### src/include/icache_config.svh
// cache geometry and bus constants, included by the cache packages and RTL modules
`ifndef ICACHE_CONFIG_SVH
`define ICACHE_CONFIG_SVH

// ==============================
// address and data widths
// ==============================
`define ICACHE_ADDR_W       32
`define ICACHE_INST_W       32
`define ICACHE_BEAT_W       64

// ==============================
// cache geometry
// ==============================
// 2 ways x 256 sets x 8 byte blocks
`define ICACHE_SETS         256
`define ICACHE_INDEX_W      8
`define ICACHE_OFFSET_W     3
`define ICACHE_TAG_W        21

// addi x0, x0, 0
`define ICACHE_NOP          32'h0000_0013

`define ICACHE_RESP_OKAY    2'b00

`endif

### src/verilog/icache_pkg.sv
// address-field, instruction and storage types shared by the instruction cache modules
`include "icache_config.svh"

package icache_pkg;

    typedef logic [`ICACHE_ADDR_W-1:0]    addr_t;
    typedef logic [`ICACHE_TAG_W-1:0]     tag_t;
    typedef logic [`ICACHE_INDEX_W-1:0]   index_t;
    typedef logic [`ICACHE_INST_W-1:0]    inst_t;
    typedef logic [`ICACHE_BEAT_W-1:0]    beat_t;
    // way 1 in the upper half
    typedef logic [2*`ICACHE_BEAT_W-1:0]  row_t;
    typedef logic                         way_t;

    // ==============================
    // address fields
    // ==============================
    function automatic tag_t addr_tag(addr_t addr);
        return addr[`ICACHE_ADDR_W-1 -: `ICACHE_TAG_W];
    endfunction

    function automatic index_t addr_index(addr_t addr);
        return addr[`ICACHE_OFFSET_W +: `ICACHE_INDEX_W];
    endfunction

endpackage

### src/verilog/fetch_pkg.sv
// miss controller state and read response types for the fetch side of the cache

package fetch_pkg;

    // ==============================
    // miss handling FSM
    // ==============================
    typedef enum logic [1:0] {
        FETCH_IDLE,
        FETCH_REQUEST,
        FETCH_WAIT
    } fetch_state_t;

    // read response code with OKAY as 2'b00
    typedef logic [1:0] resp_t;

endpackage

### src/verilog/icache_fill_if.sv
// refill write port, driven by the miss controller and read by the tag and data arrays
`timescale 1ns/10ps

interface icache_fill_if import icache_pkg::*; ();

    // one-cycle write strobe
    logic    fill_en;
    index_t  fill_index;
    tag_t    fill_tag;
    way_t    fill_way;
    beat_t   fill_data;

    modport ctrl (
        output fill_en,
        output fill_index,
        output fill_tag,
        output fill_way,
        output fill_data
    );

    modport array (
        input  fill_en,
        input  fill_index,
        input  fill_tag,
        input  fill_way,
        input  fill_data
    );

endinterface

### src/verilog/icache_miss_ctrl.sv
// fetch FSM of the cache: hit buffering, single-beat bus read on a miss and refill strobe
`timescale 1ns/10ps
`include "icache_config.svh"

module icache_miss_ctrl
    import icache_pkg::*;
    import fetch_pkg::*;
(
    input  logic               clk,
    input  logic               rst,
    input  addr_t              pc,
    input  logic               stall,
    input  logic               flush,
    input  logic               hit,
    input  way_t               victim_way,
    input  inst_t              cache_word,
    output logic               alloc,
    output logic               lookup,
    icache_fill_if.ctrl        fill,
    input  logic               arready,
    output logic               arvalid,
    output addr_t              araddr,
    input  logic               rvalid,
    output logic               rready,
    input  beat_t              rdata,
    input  resp_t              rresp,
    output inst_t              inst,
    output logic               inst_valid,
    output logic               error
);

    fetch_state_t   state;
    fetch_state_t   state_next;

    logic           flush_taken;
    logic           beat_done;
    logic           resp_ok;
    way_t           fill_way_q;
    logic           word_hi;
    logic           hit_buf;
    inst_t          bus_inst;

    assign flush_taken = flush & ~stall;

    assign lookup = (state == FETCH_IDLE) & hit;
    // a flushed fetch never starts a miss
    assign alloc  = (state == FETCH_IDLE) & ~hit & ~stall & ~flush;

    assign rready    = (state == FETCH_WAIT);
    assign beat_done = rready & rvalid;
    assign resp_ok   = (rresp == `ICACHE_RESP_OKAY);

    // ==============================
    // state machine
    // ==============================
    always_comb begin
        state_next = state;
        case (state)
            FETCH_IDLE: begin
                if (alloc) begin
                    state_next = FETCH_REQUEST;
                end
            end
            FETCH_REQUEST: begin
                if (arvalid & arready) begin
                    state_next = FETCH_WAIT;
                end
            end
            FETCH_WAIT: begin
                if (rvalid) begin
                    state_next = FETCH_IDLE;
                end
            end
            default: begin
                state_next = FETCH_IDLE;
            end
        endcase
    end

    always_ff @(posedge clk) begin
        if (rst || flush_taken) begin
            state <= FETCH_IDLE;
        end else begin
            state <= state_next;
        end
    end

    // ==============================
    // bus request
    // ==============================
    always_ff @(posedge clk) begin
        if (rst || flush_taken) begin
            arvalid <= 1'b0;
        end else if (alloc) begin
            arvalid <= 1'b1;
        end else if (arvalid & arready) begin
            arvalid <= 1'b0;
        end
    end

    // block address, way and word select held for the whole miss
    always_ff @(posedge clk) begin
        if (alloc) begin
            araddr     <= {pc[`ICACHE_ADDR_W-1:`ICACHE_OFFSET_W], {`ICACHE_OFFSET_W{1'b0}}};
            fill_way_q <= victim_way;
            word_hi    <= pc[`ICACHE_OFFSET_W-1];
        end
    end

    // ==============================
    // refill
    // ==============================
    // bad beats are dropped so the block misses again
    assign fill.fill_en    = beat_done & resp_ok;
    assign fill.fill_index = addr_index(araddr);
    assign fill.fill_tag   = addr_tag(araddr);
    assign fill.fill_way   = fill_way_q;
    assign fill.fill_data  = rdata;

    // ==============================
    // output side
    // ==============================
    always_ff @(posedge clk) begin
        if (rst || flush_taken) begin
            bus_inst <= `ICACHE_NOP;
        end else if (beat_done) begin
            bus_inst <= word_hi ? rdata[`ICACHE_BEAT_W-1 -: `ICACHE_INST_W]
                                : rdata[`ICACHE_INST_W-1:0];
        end
    end

    always_ff @(posedge clk) begin
        if (rst || flush_taken) begin
            hit_buf <= 1'b0;
        end else if (lookup) begin
            hit_buf <= 1'b1;
        end else if (alloc) begin
            hit_buf <= 1'b0;
        end
    end

    always_ff @(posedge clk) begin
        if (rst || flush_taken) begin
            inst_valid <= 1'b1;
        end else if (alloc) begin
            inst_valid <= 1'b0;
        end else if (beat_done) begin
            inst_valid <= 1'b1;
        end
    end

    // sticky until the next beat comes back
    always_ff @(posedge clk) begin
        if (rst) begin
            error <= 1'b0;
        end else if (beat_done) begin
            error <= ~resp_ok;
        end
    end

    assign inst = hit_buf ? cache_word : bus_inst;

endmodule

### src/flat_wrapper.sv
// flat-port wrapper written by rule: the top's interface ports become plain ports
module icache_miss_ctrl_flat import icache_pkg::*; import fetch_pkg::*;
  (clk, rst, pc, stall, flush, hit, victim_way, cache_word, alloc, lookup, arready, arvalid, araddr, rvalid, rready, rdata, rresp, inst, inst_valid, error, fill_fill_en, fill_fill_index, fill_fill_tag, fill_fill_way, fill_fill_data);
  icache_fill_if fill_i ();
  input  logic clk;
  input  logic rst;
  input  addr_t pc;
  input  logic stall;
  input  logic flush;
  input  logic hit;
  input  way_t victim_way;
  input  inst_t cache_word;
  output logic alloc;
  output logic lookup;
  input  logic arready;
  output logic arvalid;
  output addr_t araddr;
  input  logic rvalid;
  output logic rready;
  input  beat_t rdata;
  input  resp_t rresp;
  output inst_t inst;
  output logic inst_valid;
  output logic error;
  output wire logic [$bits(fill_i.fill_en)-1:0] fill_fill_en;
  output wire logic [$bits(fill_i.fill_index)-1:0] fill_fill_index;
  output wire logic [$bits(fill_i.fill_tag)-1:0] fill_fill_tag;
  output wire logic [$bits(fill_i.fill_way)-1:0] fill_fill_way;
  output wire logic [$bits(fill_i.fill_data)-1:0] fill_fill_data;
  assign fill_fill_en = fill_i.fill_en;
  assign fill_fill_index = fill_i.fill_index;
  assign fill_fill_tag = fill_i.fill_tag;
  assign fill_fill_way = fill_i.fill_way;
  assign fill_fill_data = fill_i.fill_data;
  icache_miss_ctrl u_core (.clk(clk), .rst(rst), .pc(pc), .stall(stall), .flush(flush), .hit(hit), .victim_way(victim_way), .cache_word(cache_word), .alloc(alloc), .lookup(lookup), .fill(fill_i), .arready(arready), .arvalid(arvalid), .araddr(araddr), .rvalid(rvalid), .rready(rready), .rdata(rdata), .rresp(rresp), .inst(inst), .inst_valid(inst_valid), .error(error));
endmodule
### config.mk
export PLATFORM = sky130hd
export DESIGN_NAME = icache_miss_ctrl_flat
export DESIGN_NICKNAME = d
export VERILOG_FILES = /design/src/verilog/icache_pkg.sv /design/src/verilog/fetch_pkg.sv /design/src/verilog/icache_fill_if.sv /design/src/verilog/icache_miss_ctrl.sv /design/src/flat_wrapper.sv
export VERILOG_INCLUDE_DIRS = /design/src /design/src/include
export SDC_FILE = /design/constraint.sdc
export NUM_CORES = 1
export LEC_CHECK = 0
export BUFFER_PORTS_ARGS = -buffer_cell sky130_fd_sc_hd__buf_2
export CORE_AREA = 2 2 118 120
export DETAILED_ROUTE_END_ITERATION = 10
export DIE_AREA = 0 0 120 122
export SYNTH_ARGS = -nofsm -noshare
export SYNTH_HDL_FRONTEND = slang
export SYNTH_SLANG_ARGS = --single-unit
### constraint.sdc
create_clock -name clk -period 5.38 [get_ports clk]
set_input_delay 0 -clock clk [delete_from_list [all_inputs] [get_ports clk]]
set_output_delay 0 -clock clk [all_outputs]
set_load 0.005 [all_outputs]
# Yosys cells after proc, flatten, opt, wreduce, memory -nomap -nowiden

Index checks and enable logic that the tools add are counted.

Register bits after elaboration: 69
Latch bits: 0
Memory bits (writable): 0
Memory bits (read-only): 0
Logic and storage cells: 45
Memories: 0

Add/sub/neg operators: 0
Multipliers: 0
Divide/modulo/power cells: 0
$lt $le $gt $ge: 0
Equality and inequality tests: 5
Shifts and indexed selects: 0
Multiplexer cells: 12
Bitwise gates (word level): 12
Reductions and logical operators: 7

Operator list:

| kind                                          | number |
|---|---|
| 2-to-1 mux 32 bit                             | 2 |
| AND 1 bit                                     | 8 |
| 2-to-1 mux 1 bit                              | 6 |
| 2-to-1 mux 2 bit                              | 3 |
| case mux 2 bit (3 select lines)               | 1 |
| nonzero test 2 bit                            | 3 |
| zero test 2 bit                               | 2 |
| != test 2 bit, second input constant          | 2 |
| inverter 1 bit                                | 4 |
| AND reduction 3 bit                           | 1 |
| == test 2 x 1 -> 1 bit, second input constant | 1 |
| == test 2 bit, second input constant          | 1 |
| != test 2 x 1 -> 1 bit, second input constant | 1 |
| logical OR 1 bit                              | 1 |

# Logic depth before layout (Yosys ltp)

Gate-level depths: netlist of run 1.

Word-level depth: 6
Depth in mapped cells: 5
Depth with buffers taken out: 4

# Worst setup path before layout of run 1

No wires, ideal clock.

Path kind: reg2reg
From: reg u_core.state[1]
To: reg u_core.araddr[10], enable pin
Library setup time: 355 ps
Arrival: 1,369 ps
Setup slack: 3,656 ps
Cell stages (with the launch flop): 4
Buffers on the path: 0
Period minus slack after synthesis: 1,724 ps
Cell sequence: dfxtp_1 -> or3_1 -> or3_4 -> clkinv_2

Cells in the longest elaborated chain, start to end: 4

RTL lines:

| item                   | RTL line                | source |
|---|---|---|
| from (decl)            | icache_miss_ctrl.sv:32  | `fetch_state_t state;` |
| from (signal assigned) | icache_miss_ctrl.sv:84  | `state <= state_next;` |
| zero test 2 bit        | icache_miss_ctrl.sv:47  | `assign alloc = (state == FETCH_IDLE) & ~hit & ~stall & ~flush;` |
| AND 1 bit (3 in a row) | icache_miss_ctrl.sv:47  |  |
| via alloc              | flat_wrapper.sv:13      | `output logic alloc;` |
| to (signal assigned)   | icache_miss_ctrl.sv:104 | `` araddr <= {pc[`ICACHE_ADDR_W-1:`ICACHE_OFFSET_W], {`ICACHE_OFFSET_W{1'b0}}}; `` |
| to (decl)              | icache_miss_ctrl.sv:22  | `output addr_t araddr,` |

The timed path passes the listed nets, and every way through them passes these cells.
A chain may end at the register's enable or synchronous reset.

# Worst setup path in the final report of run 1

From: reg u_core.state[1]
To: out alloc

Cells in the longest elaborated chain, start to end: 4

RTL lines:

| item                   | RTL line |
|---|---|
| zero test 2 bit        | icache_miss_ctrl.sv:47 |
| AND 1 bit (3 in a row) | icache_miss_ctrl.sv:47 |
| to (decl)              | flat_wrapper.sv:13 |

Every way passes these cells.

==> results of run 1 <==
logic make-up (layout without fill, tap and decap cells):
logic type,Yosys count,after routing,synth area share (%)
AO/OA/AOI/OAI,39,39,7.89
multiplexers,64,64,18.4
AND/OR/NAND/NOR,49,49,5.94
buffers and inverters,118,355,22.1
other,1,3,0.101
flip-flops,69,69,45.6
flip-flops by register name, summed over array words and instances, names as in the netlist:
signal                flops
u_core.inst_valid         1
u_core.state              2
u_core.bus_inst          32
u_core.word_hi            1
u_core.fill.fill_way      1
u_core.arvalid            1
u_core.error              1
u_core.araddr            29
u_core.hit_buf            1
final cells by class:
class / count / area [um2] / share of cell area [%]
multi-input combinational: 155 / 1210 / 22.6
tap: 180 / 225 / 4.21
sequential: 69 / 1690 / 31.7
clock inverter: 6 / 113 / 2.11
timing repair buffer: 335 / 1860 / 34.9
inverter: 4 / 16.3 / 0.304
clock buffer: 10 / 229 / 4.28
routing by layer:
layer,wire [um],track usage (%),up-vias
met3,770,3.56,7
met1,3930,14.6,1468
met2,5310,25.2,182
met4,108,3.97,0
met5,0,0,-
li1,-,-,1560
how the worst max path moves through the flow:
stage / from / to / depth (start not counted)
after floorplan: u_core.state[1] / u_core.araddr[10] / 3
after global placement: u_core.state[1] / u_core.araddr[27] / 3
after detailed placement: u_core.state[1] / u_core.word_hi / 3
after CTS: u_core.state[1] / alloc / 4
after global routing: u_core.state[1] / alloc / 4
final: u_core.state[1] / alloc / 4
through the flow:
stage                     instance area, um2  instances  hold slack [ps]  worst slack (ps)  utilization, %
after floorplan                         3720        342             41.6              3660               -
after global placement                  4630        706              179              3510            34.3
after detailed placement                4630        706              179              3490            34.3
after CTS                               5350        759             1.25              3290            39.6
after global routing                    5350        759             9.15              3200            39.6
final                                   5350        759             7.89              3320            39.6
cells in the mapped netlist:
cell	number	area (um2)
buf_4	96	721
dfxtp_1	38	761
nor2_1	33	124
mux2i_1	32	320
edfxtp_1	31	931
a211oi_1	29	218
mux2_2	18	203
mux2_1	14	158
buf_2	12	60.1
nand2_1	5	18.8
buf_1	3	11.3
clkbuf_1	3	11.3
inv_1	3	11.3
nor3_1	3	15.0
o211ai_1	3	22.5
a21oi_1	2	10.0
a21oi_2	2	17.5
a21o_1	1	7.51
a32oi_1	1	8.76
and2b_2	1	8.76
and3b_1	1	8.76
clkinv_2	1	5.00
conb_1	1	3.75
nand2b_1	1	6.26
nand3b_1	1	7.51
nor2b_1	1	6.26
nor3b_1	1	7.51
o21ai_2	1	8.76
or3_1	1	6.26
or3_4	1	11.3
where the power goes:
group | leakage [nW] | switching [mW] | internal [mW]
sequential | 0.591 | 0.0109 | 0.558
combinational | 1.86 | 0.0706 | 0.105
clock | 0.167 | 0.220 | 0.454
total | 2.62 | 0.301 | 1.12
critical path: cells and delay by family (launching register included):
kind	cells	cell delay, ps
buf+inv	2	610
simple gates	2	760
flops	1	340
timing repair:
item / in CTS / in global routing
resized for setup: 0 / 0
hold buffers: 37 / 0
hold endpoints to repair: 39 / 0
==> results.sh, run 1 <==
export IMPL_finalHoldViolations=0
export IMPL_cts_buffers=9
export IMPL_ys_seq_elements=69
export IMPL_slew_limit_headroom_pct=25.8
export IMPL_status="finished clean"
export IMPL_ys_warn_count=0
export IMPL_final_common_cell="buf_2"
export IMPL_cp_cell_sequence="or3_1 -> or3_4 -> clkinv_2 -> buf_2"
export IMPL_ioPinCount=303
export IMPL_first_global_vias=3043
export IMPL_syn_area_mm2=0.00371
export IMPL_h_tree_depth=3
export IMPL_postRouteAntennaNets=0
export IMPL_slowest_stage="clkinv_2"
export IMPL_grt_pass1_wl_mm=15.1
export IMPL_cts_setup_buffers=0
export IMPL_area_growth_syn_to_layout_pct=44.2
export IMPL_hp_class="in -> reg"
export IMPL_fillers=1325
export IMPL_grt_total_usage_pct=13.4
export IMPL_r2r_start="u_core.state[1]"
export IMPL_avgRoutedWirePerCell_um=13.3
export IMPL_syn_area_per_cell_um2=10.9
export IMPL_dr_pass1_iters=4
export IMPL_vias_per_cell=4.24
export IMPL_fp_coreArea_mm2=0.0135
export IMPL_worstPathArrival_ps=2060
export IMPL_worstSetupPathType="reg -> out"
export IMPL_cp_required_ps=5380
export IMPL_grt_overflow=0
export IMPL_drc=0
export IMPL_rows=43
export IMPL_io_buffer_count=297
export IMPL_min_period_ps=2060
export IMPL_netlist_instances=340
export IMPL_p_leak_nw=2.62
export IMPL_wirelength_mm=10.1
export IMPL_worstRegToRegCells=3
export IMPL_dieArea_mm2=0.0146
export IMPL_worstHoldEndpoint="u_core.bus_inst[1]"
export IMPL_cts_tree="built"
export IMPL_initial_utilization_pct=27.5
export IMPL_ctsRootBufferMaster="clkbuf_16"
export IMPL_finalClockSkew_ps=7.84
export IMPL_cp_end_kind="output port"
export IMPL_place_congestion=0.810
export IMPL_num_vias=3217
export IMPL_synth_cell_types=30
export IMPL_slowest_delay_ps=400
export IMPL_rsz0062_at_grt="no"
export IMPL_ys_seq_area_share_pct=45.6
export IMPL_finalCritPeriodShare_pct=38.2
export IMPL_place_hpwl_mm=7.82
export IMPL_cts_sinks=69
export IMPL_max_cap_violations=0
export IMPL_total_power_mw=1.42
export IMPL_antenna_found_initial=0
export IMPL_fp_dieW_um=120
export IMPL_slew_violations=0
export IMPL_fin_nets=712
export IMPL_grt_max_degree=61
export IMPL_hold_depth=3
export IMPL_clk_pin_slew_ps=60
export IMPL_hp_start="rdata[1]"
export IMPL_rr_endpoint="u_core.fill.fill_way"
export IMPL_final_cell_mix="buf_2 (297), dlygate4sd3_1 (37), dfxtp_1 (37)"
export IMPL_crit_fanout=33
export IMPL_drive_gt1_share_pct=58.5
export IMPL_clkLatencyLatePin_ps=320
export IMPL_die_h_um=122
export IMPL_r2r_slack_ps=3490
export IMPL_max_freq_ghz=0.486
export IMPL_fin_tns_setup_ps=0
export IMPL_drt_iter0_drc=107
export IMPL_clockBufferDepth=2
export IMPL_crit_path_start_kind="flip-flop"
export IMPL_worst_pin_slew_ps=1110
export IMPL_power_density_mw_per_mm2=265
export IMPL_num_antenna_cells=0
export IMPL_ir_worst_vdd_uv=150
export IMPL_setup_viol_count_final=0
No activity file was read; power rests on OpenSTA's default activity.
==> inputs of run 2 (changes only) <==
CORE_AREA = 2 2 117 119   (was 2 2 118 120)
DIE_AREA = 0 0 119 121   (was 0 0 120 122)
clock period = 2.2 ns   (was 5.38 ns; I/O delays follow)
==> results.sh, run 2 (same netlist as run 1, synthesis figures left out) <==
export IMPL_hold_depth=3
export IMPL_hp_class="in -> reg"
export IMPL_r2r_start="u_core.state[1]"
export IMPL_num_antenna_cells=0
export IMPL_postCtsResizedCells=0
export IMPL_wirelength_mm=10.2
export IMPL_final_common_cell="buf_2"
export IMPL_die_h_um=121
export IMPL_ctsRootBufferMaster="clkbuf_16"
export IMPL_swShare_pct=22.0
export IMPL_place_hpwl_mm=8.24
export IMPL_clkLatencyLatePin_ps=320
export IMPL_fillers=1266
export IMPL_clk_pin_slew_ps=60
export IMPL_finalClockSkew_ps=6.64
export IMPL_finalCritPeriodShare_pct=84.4
export IMPL_largest_register="u_core.bus_inst"
export IMPL_clockBufferDepth=2
export IMPL_drive_gt1_share_pct=58.8
export IMPL_drt_iter0_drc=88
export IMPL_vias_per_cell=4.21
export IMPL_rsz0062_at_grt="no"
export IMPL_cts_sinks=69
export IMPL_p_leak_nw=2.64
export IMPL_fin_nets=718
export IMPL_ioPinCount=303
export IMPL_finalHoldViolations=0
export IMPL_max_freq_ghz=0.538
export IMPL_hp_start="rresp[1]"
export IMPL_dieArea_mm2=0.0144
export IMPL_min_period_ps=1860
export IMPL_placed_cell_area_mm2=0.00469
export IMPL_max_cap_violations=0
export IMPL_ir_worst_vdd_uv=299
export IMPL_intPower_mw=2.62
export IMPL_grt_max_degree=59
export IMPL_worstSetupPathType="reg -> out"
export IMPL_area_growth_syn_to_layout_pct=45.3
export IMPL_io_buffer_count=297
export IMPL_slew_violations=0
export IMPL_first_global_vias=3059
export IMPL_place_congestion=0.800
export IMPL_antenna_found_initial=0
export IMPL_p_clk_share_pct=45.5
export IMPL_p_sw_uw=738
export IMPL_cts_tree="built"
export IMPL_p_comb_share_pct=13.3
export IMPL_total_power_mw=3.36
export IMPL_final_cell_area_mm2=0.00539
export IMPL_grt_total_usage_pct=13.6
export IMPL_postRouteAntennaNets=0
export IMPL_dpl_cell_count=707
export IMPL_fp_dieW_um=119
export IMPL_status="finished clean"
export IMPL_grt_overflow=0
export IMPL_cts_buffers=9
export IMPL_worst_pin_slew_ps=551
export IMPL_cp_required_ps=2200
export IMPL_worstHoldEndpoint="u_core.error"
export IMPL_num_vias=3205
export IMPL_layout_cells_non_filler=761
export IMPL_rr_endpoint="u_core.araddr[8]"
export IMPL_multi_input_area_mm2=0.00121
export IMPL_rows=42
export IMPL_regArea_mm2=0.00169
export IMPL_setup_viol_count_final=0
export IMPL_fin_tns_setup_ps=0
export IMPL_final_cell_mix="buf_2 (297), dlygate4sd3_1 (38), dfxtp_1 (37)"
export IMPL_seq_power_share_pct=41.1
export IMPL_dr_pass1_iters=4
export IMPL_cp_end_kind="output port"
export IMPL_initial_utilization_pct=28.3
export IMPL_worstPathArrival_ps=1860
export IMPL_avgRoutedWirePerCell_um=13.4
export IMPL_top_regs="u_core.bus_inst x32, u_core.araddr x29, u_core.state x2"
export IMPL_worstRegToRegCells=4
export IMPL_crit_fanout=33
export IMPL_power_density_mw_per_mm2=623
export IMPL_largest_reg_flops=32
export IMPL_slew_limit_headroom_pct=63.3
export IMPL_r2r_slack_ps=510
export IMPL_h_tree_depth=3
export IMPL_drc=0
export IMPL_fp_coreArea_mm2=0.0131
export IMPL_grt_pass1_wl_mm=15.2
export IMPL_crit_path_start_kind="flip-flop"
[run 2: cell count changes in the layout (fill, tap and decap cells not counted), sizes merged]
cell         delta
clkinv          +1
buf             +5
bufinv          -1
dlygate4sd3     +1
[run 2: final cells by class]
class	instances	area share (%)
Timing Repair Buffer	341	35.9
Sequential cell	69	31.4
Multi-Input combinational cell	155	22.4
Clock buffer	10	4.25
Tap cell	176	4.09
Clock inverter	6	1.63
Inverter	4	0.302
[run 2: layer usage]
| metal | up-vias | GRT usage (%) | wire length (um) |
|---|---|---|---|
| met5 | - | 0 | 0 |
| met4 | 0 | 3.79 | 111 |
| met3 | 7 | 3.85 | 791 |
| met2 | 189 | 26.3 | 5530 |
| met1 | 1433 | 14.2 | 3780 |
| li1 | 1576 | - | - |
[run 2: how the worst max path moves through the flow]
stage | startpoint | end | slack, ps | cells after the start
after floorplan | u_core.state[1] | u_core.araddr[10] | 480 | 3
after global placement | u_core.state[1] | u_core.araddr[24] | 530 | 4
after global routing | u_core.state[1] | alloc | 250 | 5
final | u_core.state[1] | alloc | 340 | 5
after detailed placement | u_core.state[1] | u_core.araddr[9] | 510 | 4
after CTS | u_core.state[1] | alloc | 320 | 5
[run 2: power groups by stage]
| stage | combinational [mW] | clock, mW | sequential, mW |
|---|---|---|---|
| floorplan | 0.236 | 0 | 1.40 |
| global placement | 0.398 | 0 | 1.41 |
| CTS | 0.455 | 1.58 | 1.38 |
| detailed placement | 0.400 | 0 | 1.41 |
| global route | 0.488 | 1.64 | 1.38 |
| finish | 0.448 | 1.53 | 1.38 |
[run 2: stage by stage]
step	util, %	setup slack [ps]	hold slack (ps)
final	41.2	343	7.11
after floorplan	-	476	41.6
after CTS	41.2	318	4.31
after global routing	41.2	248	10.7
after detailed placement	35.9	513	178
after global placement	35.9	531	179
[run 2: repair_timing]
item,CTS,global route
buffers inserted,0,0
endpoints found under the hold margin,38,0
hold buffers,38,0
[run 2: worst max-delay path: stages, from the launching register on]
cell	delay (ps)
dfxtp_1	340
or3_1	390
or3_4	370
clkinv_2	70
buf_12	190
buf_2	150
